--- src/hw/u3v_pkg.sv ---
//--------------------------------------------------
// shared types and constants of the USB3 Vision
// frame formatter; every RTL file refers to them
// through scoped names
//--------------------------------------------------

package u3v_pkg;

	//--------------------------------------------------
	// field types
	//--------------------------------------------------
	// one stream word
	typedef logic [63:0] data_t;
	// 32-bit register field
	typedef logic [31:0] reg_t;
	// size / offset field
	typedef logic [15:0] short_t;
	// timestamp and block id
	typedef logic [63:0] long_t;
	// section word counter, must hold CHUNK_WORDS-1
	typedef logic [3:0] cnt_t;

	// frame states, in stream order
	typedef enum logic [2:0] {
		S_IDLE    = 3'd0,
		S_TS_WAIT = 3'd1,
		S_LEADER  = 3'd2,
		S_IMAGE   = 3'd3,
		S_CHUNK   = 3'd4,
		S_TRAILER = 3'd5,
		S_EXT     = 3'd6
	} state_t;

	//--------------------------------------------------
	// timing
	//--------------------------------------------------
	// pixel clock in kHz
	localparam int CLK_FREQ_KHZ = 65000;
	// timestamp valid this long after fval rise
	localparam int TS_STABLE_NS = 95;
	// whole ns per clock, rounded down
	localparam int CLK_PERIOD_NS = 1000000 / CLK_FREQ_KHZ;
	// settle wait in cycles, one spare for the truncation
	localparam int TS_WAIT = TS_STABLE_NS / CLK_PERIOD_NS + 1;

	//--------------------------------------------------
	// section sizes
	//--------------------------------------------------
	localparam int LEADER_WORDS  = 7;
	localparam int TRAILER_WORDS = 7;
	// chunk state repeats the settle wait so the timestamp is stable again
	localparam int CHUNK_WORDS   = TS_WAIT + 5;
	// fval held after the last trailer word
	localparam int EXT_CYCLES    = 10;
	// 8 bytes per 64-bit word
	localparam int BYTE_SHIFT    = 3;

	//--------------------------------------------------
	// protocol codes
	//--------------------------------------------------
	// "U3VL" / "U3VT" in wire byte order, first char in the low byte
	localparam reg_t   LEADER_KEY     = 32'h4c56_3355;
	localparam reg_t   TRAILER_KEY    = 32'h5456_3355;
	localparam short_t OVERRUN_STATUS = 16'ha101;

endpackage
--- src/hw/u3v_format.sv ---
//--------------------------------------------------
// USB3 Vision frame formatter top level
// wraps a 64-bit pixel stream in leader, chunk and
// trailer words; free running, no back-pressure
//--------------------------------------------------
`timescale 1ns/1ps

module u3v_format (
	input  logic              clk,
	input  logic              i_rst,
	// input stream
	input  logic              i_fval,
	input  logic              i_data_valid,
	input  u3v_pkg::data_t    i_data,
	// configuration
	input  logic              i_stream_enable,
	input  u3v_pkg::long_t    i_timestamp,
	input  u3v_pkg::reg_t     i_pixel_format,
	input  u3v_pkg::short_t   i_size_x,
	input  u3v_pkg::short_t   i_size_y,
	input  u3v_pkg::short_t   i_offset_x,
	input  u3v_pkg::short_t   i_offset_y,
	input  u3v_pkg::reg_t     i_trailer_size_y,
	input  u3v_pkg::reg_t     i_chunk_size_img,
	input  logic              i_chunk_mode,
	input  logic              i_chunk_ts_en,
	input  logic              i_chunk_fid_en,
	// formatted stream
	output logic              o_fval,
	output logic              o_data_valid,
	output u3v_pkg::data_t    o_data
);

	u3v_pkg::state_t state;
	u3v_pkg::cnt_t   word_cnt;
	logic            fval_rise;
	logic            fval_fall;
	logic            stream_on;
	logic            ext_last;
	u3v_pkg::long_t  sum;
	u3v_pkg::long_t  block_id;
	u3v_pkg::reg_t   valid_size;
	u3v_pkg::short_t status;
	logic [7:0]      layout_id;

	//--------------------------------------------------
	// control
	//--------------------------------------------------
	frame_sequencer u_seq (
		.clk             (clk),
		.i_rst           (i_rst),
		.i_fval          (i_fval),
		.i_stream_enable (i_stream_enable),
		.o_state         (state),
		.o_word_cnt      (word_cnt),
		.o_fval_rise     (fval_rise),
		.o_fval_fall     (fval_fall),
		.o_stream_on     (stream_on),
		.o_ext_last      (ext_last)
	);

	block_counter u_cnt (
		.clk          (clk),
		.i_rst        (i_rst),
		.i_state      (state),
		.i_data_valid (i_data_valid),
		.i_fval_rise  (fval_rise),
		.i_stream_on  (stream_on),
		.i_ext_last   (ext_last),
		.o_sum        (sum),
		.o_block_id   (block_id)
	);

	payload_status u_status (
		.clk              (clk),
		.i_rst            (i_rst),
		.i_fval_rise      (fval_rise),
		.i_fval_fall      (fval_fall),
		.i_sum            (sum),
		.i_chunk_size_img (i_chunk_size_img),
		.i_chunk_mode     (i_chunk_mode),
		.i_chunk_ts_en    (i_chunk_ts_en),
		.i_chunk_fid_en   (i_chunk_fid_en),
		.o_valid_size     (valid_size),
		.o_status         (status),
		.o_layout_id      (layout_id)
	);

	//--------------------------------------------------
	// output words
	//--------------------------------------------------
	packet_mux u_mux (
		.clk              (clk),
		.i_rst            (i_rst),
		.i_state          (state),
		.i_word_cnt       (word_cnt),
		.i_data           (i_data),
		.i_data_valid     (i_data_valid),
		.i_block_id       (block_id),
		.i_valid_size     (valid_size),
		.i_status         (status),
		.i_layout_id      (layout_id),
		.i_timestamp      (i_timestamp),
		.i_pixel_format   (i_pixel_format),
		.i_size_x         (i_size_x),
		.i_size_y         (i_size_y),
		.i_offset_x       (i_offset_x),
		.i_offset_y       (i_offset_y),
		.i_trailer_size_y (i_trailer_size_y),
		.i_chunk_size_img (i_chunk_size_img),
		.i_chunk_mode     (i_chunk_mode),
		.i_chunk_ts_en    (i_chunk_ts_en),
		.i_chunk_fid_en   (i_chunk_fid_en),
		.o_data           (o_data),
		.o_data_valid     (o_data_valid),
		.o_fval           (o_fval)
	);

endmodule

--- src/hw/packet_mux.sv ---
//--------------------------------------------------
// output word builder
// picks leader, image, chunk or trailer word per
// state and count; all outputs one cycle late
//--------------------------------------------------
`timescale 1ns/1ps

module packet_mux (
	input  logic              clk,
	input  logic              i_rst,
	input  u3v_pkg::state_t   i_state,
	input  u3v_pkg::cnt_t     i_word_cnt,
	input  u3v_pkg::data_t    i_data,
	input  logic              i_data_valid,
	input  u3v_pkg::long_t    i_block_id,
	input  u3v_pkg::reg_t     i_valid_size,
	input  u3v_pkg::short_t   i_status,
	input  logic [7:0]        i_layout_id,
	input  u3v_pkg::long_t    i_timestamp,
	input  u3v_pkg::reg_t     i_pixel_format,
	input  u3v_pkg::short_t   i_size_x,
	input  u3v_pkg::short_t   i_size_y,
	input  u3v_pkg::short_t   i_offset_x,
	input  u3v_pkg::short_t   i_offset_y,
	input  u3v_pkg::reg_t     i_trailer_size_y,
	input  u3v_pkg::reg_t     i_chunk_size_img,
	input  logic              i_chunk_mode,
	input  logic              i_chunk_ts_en,
	input  logic              i_chunk_fid_en,
	output u3v_pkg::data_t    o_data,
	output logic              o_data_valid,
	output logic              o_fval
);

	//--------------------------------------------------
	// data word
	//--------------------------------------------------
	always_ff @(posedge clk) begin
		case (i_state)
			u3v_pkg::S_LEADER: begin
				case (i_word_cnt)
					// leader size 52 bytes
					4'd0: o_data <= {16'd52, 16'd0, u3v_pkg::LEADER_KEY};
					4'd1: o_data <= i_block_id;
					// payload type 0x0001 for image or 0x4001 for image with chunk
					4'd2: o_data <= {i_timestamp[31:0], 1'b0, i_chunk_mode, 14'h0001, 16'h0000};
					4'd3: o_data <= {i_pixel_format, i_timestamp[63:32]};
					4'd4: o_data <= {16'h0000, i_size_y, 16'h0000, i_size_x};
					4'd5: o_data <= {16'h0000, i_offset_y, 16'h0000, i_offset_x};
					default: o_data <= '0;
				endcase
			end
			u3v_pkg::S_CHUNK: begin
				// first chunk word comes after the settle wait
				// {length, id} pairs trail each chunk body
				case (i_word_cnt - u3v_pkg::cnt_t'(u3v_pkg::TS_WAIT))
					4'd0: o_data <= {i_chunk_size_img, 32'd1};
					4'd1: o_data <= i_block_id;
					4'd2: o_data <= {32'd8, 32'd2};
					4'd3: o_data <= i_timestamp;
					4'd4: o_data <= {32'd8, 32'd3};
					default: o_data <= '0;
				endcase
			end
			u3v_pkg::S_TRAILER: begin
				case (i_word_cnt)
					// trailer size 32 or 36 with chunk
					4'd1: o_data <= {13'h4, i_chunk_mode, 2'b00, 16'd0, u3v_pkg::TRAILER_KEY};
					4'd2: o_data <= i_block_id;
					4'd3: o_data <= {i_valid_size, 16'h0000, i_status};
					4'd4: o_data <= {i_trailer_size_y, 32'h0};
					4'd5: o_data <= {32'h0, 24'h0, i_layout_id};
					// words 0 and 6 are padding
					default: o_data <= '0;
				endcase
			end
			// image passes through
			default: o_data <= i_data;
		endcase
	end

	//--------------------------------------------------
	// valid and fval
	//--------------------------------------------------
	always_ff @(posedge clk) begin
		if (i_rst) begin
			o_data_valid <= 1'b0;
		end else begin
			case (i_state)
				u3v_pkg::S_LEADER, u3v_pkg::S_TRAILER: o_data_valid <= 1'b1;
				u3v_pkg::S_IMAGE: o_data_valid <= i_data_valid;
				u3v_pkg::S_CHUNK: begin
					// each chunk only when enabled
					case (i_word_cnt - u3v_pkg::cnt_t'(u3v_pkg::TS_WAIT))
						4'd0:       o_data_valid <= i_chunk_mode;
						4'd1, 4'd2: o_data_valid <= i_chunk_mode & i_chunk_fid_en;
						4'd3, 4'd4: o_data_valid <= i_chunk_mode & i_chunk_ts_en;
						default:    o_data_valid <= 1'b0;
					endcase
				end
				default: o_data_valid <= 1'b0;
			endcase
		end
	end

	// high from ts wait through ext and low in idle
	always_ff @(posedge clk) begin
		if (i_rst || i_state == u3v_pkg::S_IDLE) begin
			o_fval <= 1'b0;
		end else if (i_state == u3v_pkg::S_TS_WAIT) begin
			o_fval <= 1'b1;
		end
	end

endmodule

--- src/hw/payload_status.sv ---
//--------------------------------------------------
// trailer status fields of a frame
// byte count at fval fall, overrun code, valid
// payload size and the chunk layout id
//--------------------------------------------------
`timescale 1ns/1ps

module payload_status (
	input  logic             clk,
	input  logic             i_rst,
	input  logic             i_fval_rise,
	input  logic             i_fval_fall,
	input  u3v_pkg::long_t   i_sum,
	input  u3v_pkg::reg_t    i_chunk_size_img,
	input  logic             i_chunk_mode,
	input  logic             i_chunk_ts_en,
	input  logic             i_chunk_fid_en,
	output u3v_pkg::reg_t    o_valid_size,
	output u3v_pkg::short_t  o_status,
	output logic [7:0]       o_layout_id
);

	u3v_pkg::reg_t byte_cnt;
	u3v_pkg::reg_t clamp_size;
	logic          overrun;
	logic [2:0]    en_q;
	logic [7:0]    layout_id;

	//--------------------------------------------------
	// byte count and size
	//--------------------------------------------------
	always_ff @(posedge clk) begin
		if (i_fval_rise) begin
			byte_cnt <= '0;
		end else if (i_fval_fall) begin
			// words to bytes
			byte_cnt <= u3v_pkg::reg_t'(i_sum << u3v_pkg::BYTE_SHIFT);
		end
	end

	// whole words only, low 3 bits ignored
	assign overrun    = byte_cnt[31:3] > i_chunk_size_img[31:3];
	assign clamp_size = overrun ? i_chunk_size_img : byte_cnt;

	always_ff @(posedge clk) begin
		o_status <= overrun ? u3v_pkg::OVERRUN_STATUS : 16'h0000;
		// chunk overhead: 8 for image chunk, 16 per extra chunk
		case ({i_chunk_mode, i_chunk_ts_en, i_chunk_fid_en})
			3'b100:         o_valid_size <= clamp_size + 32'd8;
			3'b110, 3'b101: o_valid_size <= clamp_size + 32'd24;
			3'b111:         o_valid_size <= clamp_size + 32'd40;
			default:        o_valid_size <= clamp_size;
		endcase
	end

	//--------------------------------------------------
	// chunk layout id
	//--------------------------------------------------
	// follows inputs in reset so no step at release
	always_ff @(posedge clk) begin
		if (i_rst) begin
			en_q      <= {i_chunk_mode, i_chunk_ts_en, i_chunk_fid_en};
			layout_id <= '0;
		end else begin
			en_q <= {i_chunk_mode, i_chunk_ts_en, i_chunk_fid_en};
			// any enable toggled
			if (en_q != {i_chunk_mode, i_chunk_ts_en, i_chunk_fid_en}) begin
				layout_id <= layout_id + 8'd1;
			end
		end
	end

	assign o_layout_id = layout_id;

endmodule

--- src/hw/block_counter.sv ---
//--------------------------------------------------
// one 47-bit accumulator shared by two jobs
// counts image words inside a frame, steps the
// block id at the end of the frame extension
//--------------------------------------------------
`timescale 1ns/1ps

module block_counter (
	input  logic              clk,
	input  logic              i_rst,
	input  u3v_pkg::state_t   i_state,
	input  logic              i_data_valid,
	input  logic              i_fval_rise,
	input  logic              i_stream_on,
	input  logic              i_ext_last,
	output u3v_pkg::long_t    o_sum,
	output u3v_pkg::long_t    o_block_id
);

	logic [46:0] acc;
	logic [46:0] block_id;
	logic [46:0] acc_base;
	logic        acc_en;

	// image words, or one id step on the last ext cycle
	assign acc_en = (i_state == u3v_pkg::S_IMAGE && i_data_valid) || i_ext_last;
	// ext adds to the held id, image adds to itself
	assign acc_base = i_ext_last ? block_id : acc;

	//--------------------------------------------------
	// accumulator
	//--------------------------------------------------
	always_ff @(posedge clk) begin
		if (i_rst || !i_stream_on || i_fval_rise) begin
			// fresh count each frame
			acc <= '0;
		end else if (acc_en) begin
			acc <= acc_base + 47'd1;
		end
	end

	// idle copies id+1 in; stream off restarts at 0
	always_ff @(posedge clk) begin
		if (i_rst || !i_stream_on) begin
			block_id <= '0;
		end else if (i_state == u3v_pkg::S_IDLE) begin
			block_id <= acc;
		end
	end

	assign o_sum      = {17'd0, acc};
	assign o_block_id = {17'd0, block_id};

endmodule

--- src/hw/frame_sequencer.sv ---
//--------------------------------------------------
// frame state machine of the formatter
// steps idle / ts wait / leader / image / chunk /
// trailer / extension and counts words per section
//--------------------------------------------------
`timescale 1ns/1ps

module frame_sequencer (
	input  logic              clk,
	input  logic              i_rst,
	input  logic              i_fval,
	input  logic              i_stream_enable,
	output u3v_pkg::state_t   o_state,
	output u3v_pkg::cnt_t     o_word_cnt,
	output logic              o_fval_rise,
	output logic              o_fval_fall,
	output logic              o_stream_on,
	output logic              o_ext_last
);

	u3v_pkg::state_t state;
	u3v_pkg::state_t state_nxt;
	u3v_pkg::cnt_t   word_cnt;
	logic [3:0]      ext_cnt;
	logic            fval_q;
	logic            fval_qq;
	logic            stream_on;
	logic            sec_last;

	//--------------------------------------------------
	// fval edges
	//--------------------------------------------------
	// two stages so the edge shows one cycle after sampling
	always_ff @(posedge clk) begin
		if (i_rst) begin
			fval_q  <= 1'b0;
			fval_qq <= 1'b0;
		end else begin
			fval_q  <= i_fval;
			fval_qq <= fval_q;
		end
	end

	assign o_fval_rise = fval_q & ~fval_qq;
	assign o_fval_fall = ~fval_q & fval_qq;

	// stream enable takes effect only at a frame start
	always_ff @(posedge clk) begin
		if (i_rst || !i_stream_enable) begin
			stream_on <= 1'b0;
		end else if (o_fval_rise) begin
			stream_on <= 1'b1;
		end
	end

	//--------------------------------------------------
	// section counters
	//--------------------------------------------------
	// last word of the current fixed-length section
	always_comb begin
		case (state)
			u3v_pkg::S_TS_WAIT:
				sec_last = (word_cnt == u3v_pkg::cnt_t'(u3v_pkg::TS_WAIT - 1));
			u3v_pkg::S_LEADER:
				sec_last = (word_cnt == u3v_pkg::cnt_t'(u3v_pkg::LEADER_WORDS - 1));
			u3v_pkg::S_CHUNK:
				sec_last = (word_cnt == u3v_pkg::cnt_t'(u3v_pkg::CHUNK_WORDS - 1));
			u3v_pkg::S_TRAILER:
				sec_last = (word_cnt == u3v_pkg::cnt_t'(u3v_pkg::TRAILER_WORDS - 1));
			default:
				sec_last = 1'b0;
		endcase
	end

	always_ff @(posedge clk) begin
		if (i_rst) begin
			word_cnt <= '0;
		end else if (state == u3v_pkg::S_TS_WAIT || state == u3v_pkg::S_LEADER ||
				state == u3v_pkg::S_CHUNK || state == u3v_pkg::S_TRAILER) begin
			// wraps at each section size
			word_cnt <= sec_last ? '0 : word_cnt + 1'b1;
		end else begin
			word_cnt <= '0;
		end
	end

	// extension length
	always_ff @(posedge clk) begin
		if (i_rst || state != u3v_pkg::S_EXT) begin
			ext_cnt <= '0;
		end else begin
			ext_cnt <= ext_cnt + 1'b1;
		end
	end

	assign o_ext_last = (state == u3v_pkg::S_EXT) &&
		(ext_cnt == 4'(u3v_pkg::EXT_CYCLES - 1));

	//--------------------------------------------------
	// FSM
	//--------------------------------------------------
	always_comb begin
		state_nxt = state;
		case (state)
			u3v_pkg::S_IDLE:    if (o_fval_rise) state_nxt = u3v_pkg::S_TS_WAIT;
			u3v_pkg::S_TS_WAIT: if (sec_last) state_nxt = u3v_pkg::S_LEADER;
			u3v_pkg::S_LEADER:  if (sec_last) state_nxt = u3v_pkg::S_IMAGE;
			// image runs until input fval drops
			u3v_pkg::S_IMAGE:   if (o_fval_fall) state_nxt = u3v_pkg::S_CHUNK;
			u3v_pkg::S_CHUNK:   if (sec_last) state_nxt = u3v_pkg::S_TRAILER;
			u3v_pkg::S_TRAILER: if (sec_last) state_nxt = u3v_pkg::S_EXT;
			u3v_pkg::S_EXT:     if (o_ext_last) state_nxt = u3v_pkg::S_IDLE;
			default:            state_nxt = u3v_pkg::S_IDLE;
		endcase
	end

	always_ff @(posedge clk) begin
		if (i_rst) begin
			state <= u3v_pkg::S_IDLE;
		end else begin
			state <= state_nxt;
		end
	end

	assign o_state     = state;
	assign o_word_cnt  = word_cnt;
	assign o_stream_on = stream_on;

endmodule

--- config.mk ---
export PLATFORM = sky130hd
export DESIGN_NAME = u3v_format
export DESIGN_NICKNAME = d
export VERILOG_FILES = /design/src/hw/u3v_pkg.sv /design/src/hw/u3v_format.sv /design/src/hw/packet_mux.sv /design/src/hw/payload_status.sv /design/src/hw/block_counter.sv /design/src/hw/frame_sequencer.sv
export SDC_FILE = /design/constraint.sdc
export NUM_CORES = 1
export LEC_CHECK = 0
export ABC_AREA = 0
export BUFFER_PORTS_ARGS = -buffer_cell sky130_fd_sc_hd__buf_4
export CORE_MARGIN = 4
export CORE_UTILIZATION = 55
export DETAILED_ROUTE_END_ITERATION = 12
export GPL_TIMING_DRIVEN = 1
export PLACE_DENSITY = 0.81
export REMOVE_ABC_BUFFERS = 1
export SLEW_MARGIN = 0
export SYNTH_ARGS = -nofsm -noshare
export SYNTH_HDL_FRONTEND = slang
export SYNTH_SLANG_ARGS = --single-unit
--- constraint.sdc ---
create_clock -name clk -period 11.7 [get_ports clk]
set_input_delay 1.755 -clock clk [delete_from_list [all_inputs] [get_ports clk]]
set_output_delay 1.755 -clock clk [all_outputs]
set_load 0.02 [all_outputs]
**Yosys cells after proc, flatten, opt, wreduce, memory -nomap -nowiden**

Index checks and enable logic that the tools add are counted.

- Flip-flop bits (word level): 262
- Latch bits: 0
- Bits in writable memories: 0
- ROM bits: 0
- Input bits: 296
- Output and inout port bits: 66
- Word-level logic and storage cells: 105
- Memories kept: 0

- Add/subtract/negate cells: 8
- $mul: 0
- Div/mod/pow operators: 0
- Magnitude comparators: 1
- Equality and inequality tests: 31
- Shift-type cells: 0
- Muxes and demuxes: 19
- Bitwise gates (word level): 7
- Reduce and logical (&&, ||, !) cells: 23

Operators by type and width:

| operator | count |
|---|---|
| $pmux 64 s5 | 2 |
| $pmux 64 s6 | 1 |
| $pmux 64 s3 | 1 |
| $pmux 32 s3 | 1 |
| $add 47x1->47 const B | 1 |
| $mux 47 | 1 |
| $add 32x4->32 const B | 1 |
| $add 32x5->32 const B | 1 |
| $add 32x6->32 const B | 1 |
| $mux 32 | 1 |
| $gt 29x29->1 | 1 |
| $eq 3x3->1 const B | 7 |
| $mux 3 | 7 |
| $pmux 3 s7 | 1 |
| $eq 4x2->1 const B | 4 |
| $eq 4x3->1 const B | 4 |
| $mux 16 | 1 |
| $ne 2x2->1 const B | 5 |
| $logic_or 1x1->1 | 9 |
| $add 4x1->4 const B | 2 |
| $add 8x1->8 const B | 1 |
| $eq 4x1->1 const B | 2 |
| $eq 4x4->1 const B | 2 |
| $logic_not 4->1 | 2 |
| 16 further kinds | 30 |

**Longest topological paths before layout**

Gate-level depths: netlist of run 1.

- Word-level depth: 6
- Gate-level depth with buffers: 19
- Gate-level depth less buffers: 16

**Modules after synthesis**

From an unflattened synthesis of run 1, not the netlist that was laid out.

- Cell total of the unflattened synthesis: 2,134
- Area, all modules: 17,145.2 um2

Modules (own cells, without submodules):

| module | instances | cells each | area each (um2) | seq. area each (um2) |
|---|---|---|---|---|
| packet_mux | 1 | 824 | 6,322.3 | 1,321.3 |
| block_counter | 1 | 755 | 5,833.1 | 1,881.8 |
| payload_status | 1 | 486 | 4,320.4 | 1,461.4 |
| frame_sequencer | 1 | 69 | 669.4 | 280.3 |

**Least setup slack after synthesis of run 1**

OpenSTA, ideal clock, no wires.

- Path kind: input-to-reg
- Start: in i_chunk_size_img[13]
- End: reg u_status.o_valid_size[27]
- Setup time: 0.125 ns
- Data arrival time: 5.285 ns
- Data required time: 11.575 ns
- Setup slack: 6.291 ns
- Cell stages on the path: 18
- Path buffers: 2
- Cells stage by stage: clkbuf_1 -> inv_1 -> ha_1 -> nand4_1 -> nor4_1 -> nand2_1 -> a21boi_0 -> a31oi_1 -> mux2_2 -> ha_1 -> a21oi_1 -> nand2b_1 -> nor3_1 -> and2_0 -> clkbuf_1 -> nand3_1 -> xnor2_1 -> mux2i_1

- Word-level cells in the longest chain between the ends: 4
- Elaborated cells between the ends (all ways): 6
- Classes of those cells: 3 x add/sub; 1 x order compare; 2 x mux

Ends and longest elaborated chain:

| what | line | text |
|---|---|---|
| start, declared | u3v_format.sv:24 | `input u3v_pkg::reg_t i_chunk_size_img,` |
| $gt 29x29->1 | payload_status.sv:42 | `assign overrun = byte_cnt[31:3] > i_chunk_size_img[31:3];` |
| $mux 32 * | payload_status.sv:43 | `assign clamp_size = overrun ? i_chunk_size_img : byte_cnt;` |
| $add 32x6->32 (tied with other cells) | payload_status.sv:51 | `3'b111: o_valid_size <= clamp_size + 32'd40;` |
| $pmux 32 s3 * | payload_status.sv:48 | `case ({i_chunk_mode, i_chunk_ts_en, i_chunk_fid_en})` |
| end signal, assigned | payload_status.sv:49 | `3'b100: o_valid_size <= clamp_size + 32'd8;` |
| end signal, assigned | payload_status.sv:51 |  |
| end signal, assigned | payload_status.sv:52 | `default: o_valid_size <= clamp_size;` |
| end, declared | payload_status.sv:18 | `output u3v_pkg::reg_t o_valid_size,` |

Every way passes the cells marked *; elsewhere a longest branch is shown, timed or not.
A chain may end at the register's enable or synchronous reset.

**Final worst setup path of run 1**

- Start: in i_chunk_size_img[27]
- End: reg u_status.o_valid_size[22]

- Word-level cells in the longest chain between the ends: 4
- Elaborated cells between the ends (all ways): 6
- Classes of those cells: 3 x add/sub; 1 x order compare; 2 x mux

Ends and longest elaborated chain:

| what | line |
|---|---|
| $gt 29x29->1 * | payload_status.sv:42 |
| $mux 32 * | payload_status.sv:43 |
| $add 32x6->32 (tied with other cells) | payload_status.sv:51 |
| $pmux 32 s3 * | payload_status.sv:48 |

Marks and branches as above.

==> implementation parameters, run 1 <==
Parameter                              Value

Outcome
  Result of the run    complete, no violations

Critical path
  Ordered cell list for the critical path    buf_4 > inv_1 > ha_1 > nand4_1 > nor4_1 > nand2_1 > a21boi_0 > a31oi_4 > buf_4 > mux2_2 > ha_1 > a21oi_1 > nor2b_1 > o21ai_1 > nor3_1 > nand4_1 > xnor2_1 > mux2i_1
  CP max FO    44
  Crit path required time    12.10 ns
  Worst path depth    18
  Crit path buf inv count    3
  Top Family by Delay on Critical Path    simple AND/OR/NAND/NOR gates
  Crit end category    register
  Kind of critical path    input pin to register
  Path depth of the worst reg2reg path    16
  Crit path DAT    6.56 ns
  Critical path startpoint category    input pin
  Crit-path max cell delay    0.89 ns
  Master of the slowest instance on the critical path    sky130_fd_sc_hd__nor3_1

Synthesis
  Mean Syn Cell Area    7.72 µm²
  Most used DFF post-synth    sky130_fd_sc_hd__dfxtp_1
  Share of synthesized area occupied by flip-flops and latches    31.8%
  Number of enable flip-flop cells after synthesis    0
  Leading cell types by total area after synthesis    sky130_fd_sc_hd__dfxtp_1, sky130_fd_sc_hd__a21oi_1, sky130_fd_sc_hd__nand2_1
  Flip-flop and latch count after synthesis    247
  Top-area cell type share of the netlist area    31.8%
  Synth Warn #    0
  Synth async-reset ratio    0%
  Library cell with the largest summed area after synthesis    sky130_fd_sc_hd__dfxtp_1
  Post-Syn Area    0.0156 mm²
  Gate count after technology mapping    2016
  Number of distinct library cell variants in the gate-level netlist after synthesis    81

Finish
  Filler cell count in the final layout    2325
  Most frequent cells in the layout    sky130_fd_sc_hd__buf_4, sky130_fd_sc_hd__nand2_1, sky130_fd_sc_hd__dfxtp_1, sky130_fd_sc_hd__a21oi_1, sky130_fd_sc_hd__nor2_1
  Nets@finish    2601
  Synth-to-Final Area Change    24.1%
  Most common library cell in the layout ignoring fill and taps    sky130_fd_sc_hd__buf_4
  Storage element area    0.00494 mm²
  Ratio of cells with drive above 1 in the final layout    21.8%
  Area occupied by multi-input gates    0.00979 mm²

Drt
  Number of optimization iterations in the first detailed-route pass    8
  Final routed DRC violation total    0
  Aggregate routed wire length    66100 µm
  Routed Antenna Nets    0
  Detailed-route vias per instance    6.65
  Drt initial violations    3008
  Mean routed wirelength per cell    24.8 µm
  Via count    17800

STA
  Maximum achievable frequency    0.162 GHz
  Final hold vios    0
  Slew Viols, Final    0
  Worst relative slew slack    26.9%
  Fin Setup TNS    0 ns
  Final clock period utilization by the worst path    52.6%
  Minimum clock period    6.16 ns
  Worst hold-check slack    0.473 ns
  Worst-Margin Slew    1.10 ns
  Final setup vio count    0
  RSZ-0062 raised after global routing    no
  Skew final    0.0144 ns

GRT
  Antenna violations before repair    4
  Vias in the first global route    16600
  Pin count of the biggest net entering global routing    83
  Wire length of the first global-routing pass    98300 µm
  Grt total ovfl    0
  Overall fraction of global-route tracks in use    40.0%

Die
  Top-level I/O count    362
  Row count    61
  Die span in y    176 µm
  Initial Utilization    55.9%
  Area of the core region    0.0279 mm²
  Width of the die    176 µm
  Die ar.    0.0311 mm²

Clock tree
  Clock tree from TritonCTS    built
  Number of sinks handled by clock tree synthesis    247
  TritonCTS buffer count    28
  H-tree depth    1
  CTS Hold Buffers Added    0
  Skew-Pair Late Insertion Delay    0.55 ns
  Post_cts resized    0
  Post-CTS setup-driven buffer insertion count    0
  Root buffer cell    sky130_fd_sc_hd__clkbuf_16
  Worst-path clk slew    0.06 ns
  Maximum count of clock buffers along a single path    3

Worst hold path
  Cell depth of the worst min-delay path    1
  Class of the most critical hold timing path    register to register

Run
  Max Cap Viol    0

Power and ir drop
  P per Cell Area    135 mW/mm²
  Largest vdd supply drop    0.125 mV
  P_leak    7.08 nW

Placement
  Quantity of I/O buffers inserted on ports    361
  HPWL reported at the end of detailed placement    49000 µm
  Routability congestion estimate from global placement    1.03
registers in the layout, indices dropped and copies added, names as in the netlist, 4 cells and up:
register	flops
u_seq.o_word_cnt	4
u_status.o_valid_size	32
u_status.o_layout_id	8
u_seq.ext_cnt	4
u_status.byte_cnt	29
u_cnt.block_id	47
u_cnt.acc	47
u_mux.o_data	64
area by class of cell:
| type | count | area share (%) |
|---|---|---|
| tap | 378 | 2.45 |
| multi-input combinational | 1546 | 50.7 |
| clock inverter | 12 | 0.771 |
| sequential | 247 | 25.6 |
| antenna | 6 | 0.0777 |
| inverter | 51 | 0.991 |
| clock buffer | 39 | 4.31 |
| timing repair buffer | 390 | 15.2 |
where the power goes:
group / total (mW) / internal, mW / leakage (nW) / switching (mW)
Sequential: 0.961 / 0.920 / 2.02 / 0.0405
Clock: 0.935 / 0.562 / 0.488 / 0.372
Combinational: 0.720 / 0.270 / 4.58 / 0.450
Total: 2.62 / 1.75 / 7.08 / 0.863
through the flow:
stage	instances	cell area (µm²)	util (%)	setup WS, ns	power [mW]
after floorplan	1844	14900	-	3.66	1.33
after global placement	2612	18300	65.8	5.21	1.67
after detailed placement	2612	18300	65.8	5.11	1.68
after CTS	2663	19300	69.3	5.68	2.60
after global routing	2667	19300	69.3	5.35	2.69
final	2669	19300	69.4	5.54	2.62
worst paths after layout:
check                              end  slack, ns                   from
min                   u_seq.ext_cnt[0]       0.47       u_seq.ext_cnt[0]
min reg2reg           u_seq.ext_cnt[0]       0.47       u_seq.ext_cnt[0]
max          u_status.o_valid_size[22]       5.54   i_chunk_size_img[27]
max reg2reg  u_status.o_valid_size[22]       6.48  u_status.byte_cnt[27]
cell usage after synthesis (all sizes together), types with 33 or more instances:
cell type and count:
inv 51, nand4 36, nand2 274, mux2i 33
nand3 66, xnor2 50, a22oi 69, o21ai 86
a221oi 43, nor2 167, buf 61, dfxtp 247
a31oi 34, ha 40, a21oi 217, a22o 72
clkbuf 111, a222oi 40
layer usage:
layer	GRT usage, %	vias to the layer above	routed length, µm
li1	-	8023	-
met2	60.4	1275	28500
met1	52.9	8213	25100
met4	20.2	0	3750
met5	0	-	0
met3	10.8	250	8790
cells by family (layout without fill, tap and decap cells):
group,Yosys count,count (layout),share of synthesized area [%]
adder cells (fa/ha/maj),41,41,3.34
XOR/XNOR,73,73,4.11
buffers and inverters,223,492,5.82
AND/OR/NAND/NOR,676,676,20.3
other,0,6,0
multiplexers,54,54,3.80
AO/OA/AOI/OAI,702,702,30.9
flip-flops,247,247,31.8
No activity file was read; power rests on OpenSTA's default activity.
==> run 2: changes to the inputs <==
CORE_UTILIZATION = 50   (was 55)
PLACE_DENSITY = 0.78   (was 0.81)
clock period = 5.2 ns   (was 11.7 ns; I/O delays follow)
==> run 2 against run 1 <==
Compared with the run above:
- critical path depth decreased by 1
- combinational power rose by 130%
- via count increased by 1.1%
- critical path type is now register to register
- critical endpoint is now u_status.o_valid_size[25]
- highest routed layer unchanged
==> implementation parameters, run 2 (synthesis gave the netlist of run 1 again) <==
Parameter                              Value

Drt
  Drt initial violations    2718 (-9.6%)
  Number of optimization iterations in the first detailed-route pass    8 (unchanged)
  Detailed-route vias per instance    6.65 (about the same)
  Aggregate routed wire length    66000 µm (-0.22%)
  Mean routed wirelength per cell    24.5 µm (-1.3%)
  Routed Antenna Nets    0 (unchanged)
  Via count    17900 (+1.1%)
  Final routed DRC violation total    0 (unchanged)

Critical path
  Critical path startpoint category    register
  CP max FO    11 (-75%)
  Crit path required time    5.64 ns (-6.46 ns)
  Launching point of the worst reg2reg path    u_status.byte_cnt[27]
  Crit end category    register
  Crit path from    u_status.byte_cnt[27]
  Crit path DAT    4.85 ns (-1.71 ns)
  Kind of critical path    register to register

Worst hold path
  Class of the most critical hold timing path    input pin to register
  Hold Path Origin    i_chunk_ts_en

Clock tree
  CTS Hold Buffers Added    0 (unchanged)
  TritonCTS buffer count    29 (+3.6%)
  Number of sinks handled by clock tree synthesis    247 (unchanged)
  Root buffer cell    sky130_fd_sc_hd__clkbuf_16
  Post_cts resized    0 (unchanged)
  Maximum count of clock buffers along a single path    3 (unchanged)
  Post-CTS setup-driven buffer insertion count    0 (unchanged)
  Clock tree from TritonCTS    built
  Skew-Pair Late Insertion Delay    0.56 ns (about the same)
  H-tree depth    1 (unchanged)
  Worst-path clk slew    0.06 ns (about the same)

Die
  Top-level I/O count    362 (unchanged)
  Die span in y    184 µm (+4.7%)
  Initial Utilization    50.8% (-5.1 points)
  Area of the core region    0.0307 mm² (+10%)
  Die ar.    0.0340 mm² (+9.5%)
  Row count    64 (+4.9%)
  Width of the die    184 µm (+4.7%)

Finish
  Storage element area    0.00494 mm² (unchanged)
  Ratio of cells with drive above 1 in the final layout    22.2% (+0.38 points)
  Largest registers in the final layout    u_mux.o_data (64), u_cnt.acc (47), u_cnt.block_id (47)
  Most frequent cells in the layout    sky130_fd_sc_hd__buf_4, sky130_fd_sc_hd__nand2_1, sky130_fd_sc_hd__dfxtp_1, sky130_fd_sc_hd__a21oi_1, sky130_fd_sc_hd__nor2_1
  Nets@finish    2610 (+0.35%)
  Most flop-heavy register    u_mux.o_data
  Largest register FFs    64 (unchanged)
  Most common library cell in the layout ignoring fill and taps    sky130_fd_sc_hd__buf_4
  Synth-to-Final Area Change    24.7%
  Area occupied by multi-input gates    0.00979 mm² (unchanged)
  Filler cell count in the final layout    2633 (+13%)

Power and ir drop
  P per Cell Area    304 mW/mm² (+120%)
  Overall power consumption    5.91 mW (+130%)
  Largest vdd supply drop    0.271 mV (+120%)
  P_leak    7.14 nW (+0.73%)

Placement
  Routability congestion estimate from global placement    0.976 (-5.3%)
  HPWL reported at the end of detailed placement    48600 µm (-0.94%)
  Quantity of I/O buffers inserted on ports    361 (unchanged)
  Worst Setup Slack post-DPL    0.370 ns (-4.74 ns)

STA
  Minimum clock period    4.41 ns
  Final clock period utilization by the worst path    84.8%
  Setup slack of the critical path after layout    0.789 ns (-4.75 ns)
  Maximum achievable frequency    0.227 GHz
  Final setup vio count    0 (unchanged)
  RSZ-0062 raised after global routing    no
  Final hold vios    0 (unchanged)
  Worst relative slew slack    14.4% (-13 points)
  Slew Viols, Final    0 (unchanged)
  Skew final    0.0145 ns (+0.0000695 ns)
  Worst-Margin Slew    1.28 ns (+0.189 ns)

Outcome
  Result of the run    complete, no violations

GRT
  Grt total ovfl    0 (unchanged)
  Wire length of the first global-routing pass    97300 µm (-0.99%)
  Overall fraction of global-route tracks in use    36.1% (-3.9 points)
  Vias in the first global route    16700 (+0.27%)
  Pin count of the biggest net entering global routing    75 (-9.6%)
  Antenna violations before repair    6 (+2)

Run
  Max Cap Viol    0 (unchanged)
## run 2: power breakdown
group	internal, mW	switching (mW)
sequential	2.07	0.0966
clock	1.25	0.853
combinational	0.619	1.02
## run 2: worst paths after layout
kind	end	slack [ns]	cells after the start
max	u_status.o_valid_size[25]	0.79	17
min	u_status.en_q[1]	0.41	1
max reg2reg	u_status.o_valid_size[25]	0.79	17
min reg2reg	u_seq.ext_cnt[0]	0.47	1
## run 2: final cells by class
type,count,area share (%)
clock inverter,13,0.651
multi-input combinational,1546,50.4
antenna,7,0.0902
inverter,51,0.986
timing repair buffer,398,15.5
sequential,247,25.5
clock buffer,40,4.41
tap,396,2.55
## run 2: metrics by stage
stage	util (%)	area, µm²	instances	hold slack (ns)	setup TNS [ns]
6_report	63.3	19400	2698	0.415	0
5_1_grt	63.3	19400	2697	0.403	0
4_1_cts	63.3	19400	2691	0.405	0
3_5_place_dp	60.1	18400	2638	0.462	0
3_3_place_gp	60.1	18400	2638	0.445	0
2_1_floorplan	-	14900	1844	0.433	-168.85
## run 2: worst max-delay path, cell delays in order (launching register included)
cell	delay [ns]
sky130_fd_sc_hd__dfxtp_1	0.30
sky130_fd_sc_hd__buf_4	0.16
sky130_fd_sc_hd__ha_1	0.32
sky130_fd_sc_hd__nand4_1	0.18
sky130_fd_sc_hd__nor4_1	0.38
sky130_fd_sc_hd__buf_4	0.19
sky130_fd_sc_hd__nand2_1	0.09
sky130_fd_sc_hd__a21boi_0	0.19
sky130_fd_sc_hd__a31oi_4	0.36
sky130_fd_sc_hd__mux2_2	0.39
sky130_fd_sc_hd__ha_1	0.35
sky130_fd_sc_hd__a21oi_1	0.10
sky130_fd_sc_hd__nand2b_1	0.18
sky130_fd_sc_hd__nor3_1	0.27
sky130_fd_sc_hd__and2_0	0.37
sky130_fd_sc_hd__nand3_1	0.16
sky130_fd_sc_hd__xnor2_1	0.19
sky130_fd_sc_hd__mux2i_1	0.09
## run 2: layer usage
metal / vias to the layer above / share of wire [%] / track usage [%]
li1: 8049 / - / -
met1: 8434 / 38 / 48.1
met2: 1271 / 45 / 57.0
met3: 195 / 12 / 7.52
met4: 0 / 4.5 / 15.2
met5: - / 0 / 0
